[config.mk]
export PLATFORM = sky130hd
export DESIGN_NAME = icache_top
export DESIGN_NICKNAME = d
export VERILOG_FILES = /design/src/hdl/bus_pkg.sv /design/src/hdl/cache_pkg.sv /design/src/hdl/icache_top.sv /design/src/hdl/icache_lookup.sv /design/src/hdl/refill_ctrl.sv /design/src/hdl/return_buffer.sv /design/src/hdl/line_ram.sv
export SDC_FILE = /design/constraint.sdc
export NUM_CORES = 2
export LEC_CHECK = 0
export BUFFER_PORTS_ARGS = -buffer_cell sky130_fd_sc_hd__buf_2
export CORE_ASPECT_RATIO = 0.5
export CORE_MARGIN = 4
export CORE_UTILIZATION = 60
export CTS_CLUSTER_SIZE = 12
export DETAILED_ROUTE_END_ITERATION = 8
export GPL_TIMING_DRIVEN = 0
export MAX_ROUTING_LAYER = met4
export PLACE_DENSITY_LB_ADDON = 0.08
export SLEW_MARGIN = 20
export SYNTH_ARGS = -nofsm -noshare
export SYNTH_HDL_FRONTEND = slang
export SYNTH_HIERARCHICAL = 1
export SYNTH_SLANG_ARGS = --single-unit
[constraint.sdc]
create_clock -name clk -period 16.3 [get_ports clk]
set_input_delay 3.26 -clock clk [delete_from_list [all_inputs] [get_ports clk]]
set_output_delay 3.26 -clock clk [all_outputs]
set_load 0.02 [all_outputs]
[src/hdl/bus_pkg.sv]
// memory burst bus
// beat width and burst length of the refill read
package bus_pkg;

    localparam int beat_width = 32;
    localparam int burst_len  = 4;  // one line per burst

endpackage

[src/hdl/cache_pkg.sv]
// icache geometry
// address split and the tag and line types of the L1 instruction cache
package cache_pkg;

    localparam int word_width   = 32;
    localparam int offset_width = 2;    // 4 words per line
    localparam int index_width  = 4;    // 16 sets
    localparam int byte_width   = 2;
    localparam int tag_width    = 32 - index_width - offset_width - byte_width;
    localparam int line_bits    = word_width << offset_width;
    localparam int num_sets     = 1 << index_width;

    // bit positions inside a byte address
    localparam int offset_lsb = byte_width;
    localparam int index_lsb  = offset_lsb + offset_width;
    localparam int tag_lsb    = index_lsb + index_width;

    typedef logic [tag_width-1:0] tag_t;
    typedef logic [line_bits-1:0] line_t;  // word 0 in the low 32 bits

endpackage
[src/hdl/icache_top.sv]
// L1 instruction cache
// direct-mapped read-only cache with burst refill from memory
`timescale 1ns/100ps

module icache_top (
    input  logic                           clk,
    input  logic                           rstn,
    // core side
    input  logic                           req,
    input  logic [31:0]                    addr,
    output logic                           busy,
    output logic                           resp_valid,
    output logic [31:0]                    resp_data,
    // memory side
    output logic                           mem_req,
    output logic [31:0]                    mem_addr,
    input  logic                           rready,
    input  logic [bus_pkg::beat_width-1:0] rdata,
    input  logic                           rlast
);
    import cache_pkg::*;

    logic [index_width-1:0] rd_index;
    logic [index_width-1:0] wr_index;
    logic                   tag_ok;
    logic                   data_ok;
    logic                   line_valid;
    tag_t                   tag_rd;
    tag_t                   wr_tag;
    line_t                  line_rd;
    line_t                  line_data;
    logic                   miss;
    logic [31:0]            miss_addr;
    logic                   line_ok;
    logic                   fill_ack;
    logic                   wr_en;
    logic                   fill_done;

    assign line_valid = tag_ok && data_ok;

    icache_lookup lookup (
        .clk        (clk),
        .rstn       (rstn),
        .req        (req),
        .addr       (addr),
        .tag_valid  (line_valid),
        .tag_rd     (tag_rd),
        .line_rd    (line_rd),
        .line_data  (line_data),
        .fill_done  (fill_done),
        .rd_index   (rd_index),
        .miss       (miss),
        .miss_addr  (miss_addr),
        .resp_valid (resp_valid),
        .resp_data  (resp_data)
    );

    refill_ctrl refill (
        .clk       (clk),
        .rstn      (rstn),
        .miss      (miss),
        .miss_addr (miss_addr),
        .line_ok   (line_ok),
        .mem_req   (mem_req),
        .mem_addr  (mem_addr),
        .fill_ack  (fill_ack),
        .wr_en     (wr_en),
        .wr_index  (wr_index),
        .wr_tag    (wr_tag),
        .fill_done (fill_done),
        .busy      (busy)
    );

    return_buffer rbuf (
        .clk       (clk),
        .rstn      (rstn),
        .rready    (rready),
        .rdata     (rdata),
        .rlast     (rlast),
        .fill_ack  (fill_ack),
        .line_ok   (line_ok),
        .line_data (line_data)
    );

    line_ram #(.payload_t(tag_t)) tag_store (
        .clk        (clk),
        .rstn       (rstn),
        .rd_index   (rd_index),
        .rd_valid   (tag_ok),
        .rd_payload (tag_rd),
        .wr_en      (wr_en),
        .wr_index   (wr_index),
        .wr_payload (wr_tag)
    );

    line_ram #(.payload_t(line_t)) data_store (
        .clk        (clk),
        .rstn       (rstn),
        .rd_index   (rd_index),
        .rd_valid   (data_ok),
        .rd_payload (line_rd),
        .wr_en      (wr_en),
        .wr_index   (wr_index),
        .wr_payload (line_data)   // straight from the buffer
    );

endmodule

[src/hdl/icache_lookup.sv]
// icache lookup
// tag compare and word select, answers hits at once and misses after the fill
`timescale 1ns/100ps

module icache_lookup (
    input  logic                              clk,
    input  logic                              rstn,
    input  logic                              req,
    input  logic [31:0]                       addr,
    input  logic                              tag_valid,
    input  cache_pkg::tag_t                   tag_rd,
    input  cache_pkg::line_t                  line_rd,
    input  cache_pkg::line_t                  line_data,
    input  logic                              fill_done,
    output logic [cache_pkg::index_width-1:0] rd_index,
    output logic                              miss,
    output logic [31:0]                       miss_addr,
    output logic                              resp_valid,
    output logic [31:0]                       resp_data
);
    import cache_pkg::*;

    logic                    req_q;
    logic                    pending;
    logic                    hit;
    logic [31:0]             addr_q;
    line_t                   fill_line;
    logic [offset_width-1:0] word_sel;

    assign rd_index = addr[index_lsb +: index_width];  // stores read on the req edge

    always_ff @(posedge clk) begin
        if (!rstn) begin
            req_q   <= 1'b0;
            pending <= 1'b0;
        end else begin
            req_q <= req;
            if (miss)
                pending <= 1'b1;
            else if (fill_done)
                pending <= 1'b0;
        end
    end

    always_ff @(posedge clk) begin
        if (req)
            addr_q <= addr;
        if (pending)
            fill_line <= line_data;  // buffer clears on the fill edge
    end

    assign hit       = tag_valid && (tag_rd == addr_q[tag_lsb +: tag_width]);
    assign miss      = req_q && !hit;
    assign miss_addr = addr_q;
    assign word_sel  = addr_q[offset_lsb +: offset_width];

    assign resp_valid = (req_q && hit) || fill_done;

    always_comb begin
        if (fill_done)
            resp_data = fill_line[word_sel*word_width +: word_width];
        else
            resp_data = line_rd[word_sel*word_width +: word_width];
    end

endmodule

[src/hdl/refill_ctrl.sv]
// icache refill controller
// turns a miss into a memory burst, then writes tag and line into the stores
`timescale 1ns/100ps

module refill_ctrl (
    input  logic                              clk,
    input  logic                              rstn,
    input  logic                              miss,
    input  logic [31:0]                       miss_addr,
    input  logic                              line_ok,
    output logic                              mem_req,
    output logic [31:0]                       mem_addr,
    output logic                              fill_ack,
    output logic                              wr_en,
    output logic [cache_pkg::index_width-1:0] wr_index,
    output cache_pkg::tag_t                   wr_tag,
    output logic                              fill_done,
    output logic                              busy
);
    import cache_pkg::*;

    typedef enum logic [1:0] {
        idle,
        wait_line,
        fill
    } state_t;

    state_t      state;
    state_t      next_state;
    logic [31:0] line_addr;
    logic [31:0] miss_line;

    assign miss_line = {miss_addr[31:index_lsb], {index_lsb{1'b0}}};

    always_ff @(posedge clk) begin
        if (!rstn)
            state <= idle;
        else
            state <= next_state;
    end

    always_ff @(posedge clk) begin
        if (mem_req)
            line_addr <= miss_line;
    end

    always_comb begin
        next_state = state;
        case (state)
            idle: begin
                if (miss)
                    next_state = wait_line;
            end
            wait_line: begin
                if (line_ok)
                    next_state = fill;
            end
            fill:    next_state = idle;   // lookup answers here
            default: next_state = idle;
        endcase
    end

    // burst goes out in the miss cycle itself
    assign mem_req  = (state == idle) && miss;
    assign mem_addr = (state == idle) ? miss_line : line_addr;

    assign fill_ack  = (state == wait_line) && line_ok;
    assign wr_en     = fill_ack;
    assign wr_index  = line_addr[index_lsb +: index_width];
    assign wr_tag    = line_addr[tag_lsb +: tag_width];
    assign fill_done = (state == fill);

    assign busy = mem_req || (state == wait_line);

endmodule

[src/hdl/return_buffer.sv]
// refill return buffer
// shifts burst beats into one line and holds it until the fill is acknowledged
`timescale 1ns/100ps

module return_buffer (
    input  logic                           clk,
    input  logic                           rstn,
    input  logic                           rready,
    input  logic [bus_pkg::beat_width-1:0] rdata,
    input  logic                           rlast,
    input  logic                           fill_ack,
    output logic                           line_ok,
    output cache_pkg::line_t               line_data
);
    import cache_pkg::*;
    import bus_pkg::*;

    typedef enum logic [1:0] {
        idle,
        receive,
        send
    } state_t;

    state_t state;
    state_t next_state;
    line_t  line_q;
    logic   beat_in;

    // beats are not expected while a line is waiting
    assign beat_in = rready && (state != send);

    always_ff @(posedge clk) begin
        if (!rstn)
            state <= idle;
        else
            state <= next_state;
    end

    always_comb begin
        next_state = state;
        case (state)
            idle: begin
                if (rready)
                    next_state = rlast ? send : receive;
            end
            receive: begin
                if (rready && rlast)
                    next_state = send;
            end
            send: begin
                if (fill_ack)
                    next_state = idle;
            end
            default: next_state = idle;
        endcase
    end

    // new beat enters at the top, word 0 ends up lowest
    always_ff @(posedge clk) begin
        if (beat_in)
            line_q <= {rdata, line_q[line_bits-1:beat_width]};
        else if (fill_ack && state == send)
            line_q <= '0;
    end

    assign line_ok   = (state == send);
    assign line_data = line_q;

endmodule

[src/hdl/line_ram.sv]
// set-indexed line store
// one payload and a valid bit per set, synchronous read
`timescale 1ns/100ps

module line_ram #(
    parameter type payload_t = logic [31:0]
) (
    input  logic                              clk,
    input  logic                              rstn,
    input  logic [cache_pkg::index_width-1:0] rd_index,
    output logic                              rd_valid,
    output payload_t                          rd_payload,
    input  logic                              wr_en,
    input  logic [cache_pkg::index_width-1:0] wr_index,
    input  payload_t                          wr_payload
);
    import cache_pkg::*;

    payload_t           mem [num_sets];
    logic [num_sets-1:0] valid;

    always_ff @(posedge clk) begin
        if (!rstn) begin
            valid    <= '0;
            rd_valid <= 1'b0;
        end else begin
            if (wr_en)
                valid[wr_index] <= 1'b1;
            rd_valid <= valid[rd_index];
        end
    end

    always_ff @(posedge clk) begin
        if (wr_en)
            mem[wr_index] <= wr_payload;
        rd_payload <= mem[rd_index];  // old data on a same-cycle write
    end

endmodule

==> results_dict.tcl <==
set metrics [dict create \
    dr.pass1.iters 5 \
    cts_resized 0 \
    cp_top_family "simple AND/OR/NAND/NOR gates" \
    maxCapViolCount 0 \
    final_area_um2 125000 \
    die_x_um 611 \
    post-dp-hpwl_um 193000 \
    n_fill_cell 10800 \
    antenna_left 0 \
    setup_viol 0 \
    drive_gt1_share_pct 28.5 \
    timing.final.crit_period_ns 7.08 \
    clockBufferDepth 4 \
    postCtsSetupRepairBufs 0 \
    core_area_um2 180000 \
    seqCellArea_um2 86300 \
    antenna_found_initial 36 \
    post-route-util_pct 69.2 \
    leakagePower_nw 40.7 \
    status "finished clean" \
    synth_area_per_cell_um2 23.2 \
    ys_warn_count 6 \
    grt_pass1_vias 53400 \
    wire_per_inst_um 36.4 \
    grtUsageTotal_pct 31.9 \
    end_kind "output port" \
    place_congestion 0.848 \
    initial_core_util_pct 60.5 \
    dieArea_um2 189000 \
    clockRootBuffer "clkbuf_16" \
    grt_pass1_wl_um 405000 \
    arrival_ns 3.82 \
    syn_to_final_growth_pct 14.3 \
    nets 5404 \
    cp-start-kind "flop" \
    rr_worst_depth 14 \
    hold_buffers 0 \
    portBuffers 128 \
    hold_path.class "reg2reg" \
    clk_latency_ns 0.84 \
    worst-path-stages 7 \
    crit_path_top_delay_cell "nor4_1" \
    worst_pin_slew_ns 1.17 \
    final.period_utilization_pct 43.4 \
    rows 110 \
    crit_fanout 23 \
    syn-cell-area_um2 109000 \
    grt_start_max_net_pins 74 \
    routed_wl_um 289000 \
    critical_path_buf_inv_count 2 \
    place_area_um2 117000 \
    routed_via_density 6.77 \
    first_iter_violations 8560 \
    die_h_um 310 \
    grt_overflow 0 \
    multi_input_area_um2 21500 \
    path_class "reg2out" \
    finalMaxSlewViolations 0 \
    cts_buffers 287 \
    path_cells "xnor2_1 -> nand4_1 -> nor4_1 -> a31oi_1 -> and2_2 -> buf_12 -> buf_2" \
    peakVddDrop_uv 76.3 \
    slew_headroom_pct 22.1 \
    drc 0 \
    whs_path_depth 0 \
    vias 53800 \
    cts_tree "done" \
    required_ns 13.04 \
    clk_pin_slew_ns 0.06 \
    fmax_ghz 0.141 \
    clkSinkCount 2938 \
    rsz0062_at_grt "false" \
    htreeDepth 5 \
    final_hold_viol_count 0 \
    fin_skew_ns 0.0354 \
    syn-instance-count 4698 \
    powerDensity_nw_per_um2 124 \
    io_pins 136 \
    slowest_delay_ns 0.83 \
    holdWs_ns 0.445 \
]
per-stage QoR:
step	setup slack, ns	power (mW)	TNS [ns]	std cells
final	9.22	15.5	0	7942
after CTS	9.17	15.5	0	7934
after detailed placement	9.86	9.54	0	7454
after global placement	-7.41	9.51	-3554.52	7237
after floorplan	5.32	9.12	0	4701
after global routing	9.09	15.9	0	7937
registers in the layout, indices dropped and copies added (netlist names), 2 cells and up:
signal	count
tag_store/mem	384
lookup/miss_addr	30
refill/state	2
data_store/mem	2048
tag_store/rd_payload	24
data_store/valid	16
rbuf/state	2
data_store/rd_payload	128
refill/line_addr	28
rbuf/line_data	128
lookup/fill_line	128
tag_store/valid	16
cell type report:
| type | instances | share of cell area, % |
|---|---|---|
| tap | 2408 | 2.41 |
| antenna | 8 | 0.0160 |
| inverter | 2 | 0.00601 |
| clock inverter | 10 | 0.0732 |
| multi-input combinational | 1494 | 17.2 |
| sequential | 2938 | 69.1 |
| timing repair buffer | 345 | 3.33 |
| clock buffer | 470 | 6.49 |
| buffer | 267 | 1.29 |
placed cells by master, fill, tap and decap left out, drive strengths merged, types with 9 or more instances in the layout:
cell,n
edfxtp,2746
mux4,676
clkbuf,574
buf,508
a22oi,244
dfxtp,192
nand2,131
and3b,128
mux2,61
nor2,39
o21a,32
o22ai,25
mux2i,22
xnor2,21
a21oi,15
nand2b,11
a22o,11
a221o,11
nor2b,11
inv,10
nor3,9
power breakdown:
group	leakage, nW	internal (mW)	switching [mW]
Clock	3.92	3.38	2.67
Sequential	26.6	8.41	0.218
Combinational	10.2	0.307	0.465
Total	40.7	12.1	3.35
metal layers:
| metal | up-vias | wire length, µm | track usage, % |
|---|---|---|---|
| met5 | - | 0 | - |
| li1 | 21200 | - | - |
| met4 | 0 | 9540 | 9.68 |
| met3 | 496 | 39900 | 10.5 |
| met2 | 3483 | 131000 | 45.5 |
| met1 | 28600 | 109000 | 44.5 |
path summary, 6_finish.rpt:
| kind | to | startpoint | slack (ns) |
|---|---|---|---|
| worst min register to register | refill/line_addr[5]$_DFFE_PP_ | lookup/miss_addr[5]$_DFFE_PP_ | 0.45 |
| worst min-delay path | refill/line_addr[5]$_DFFE_PP_ | lookup/miss_addr[5]$_DFFE_PP_ | 0.45 |
| worst max register to register | data_store/mem[0][99]$_DFFE_PP_ | rbuf/state[1]$_SDFFE_PN0P_ | 10.60 |
| worst max-delay path | mem_req | lookup/miss_addr[14]$_DFFE_PP_ | 9.22 |
Power figures use the tool's default switching activity.
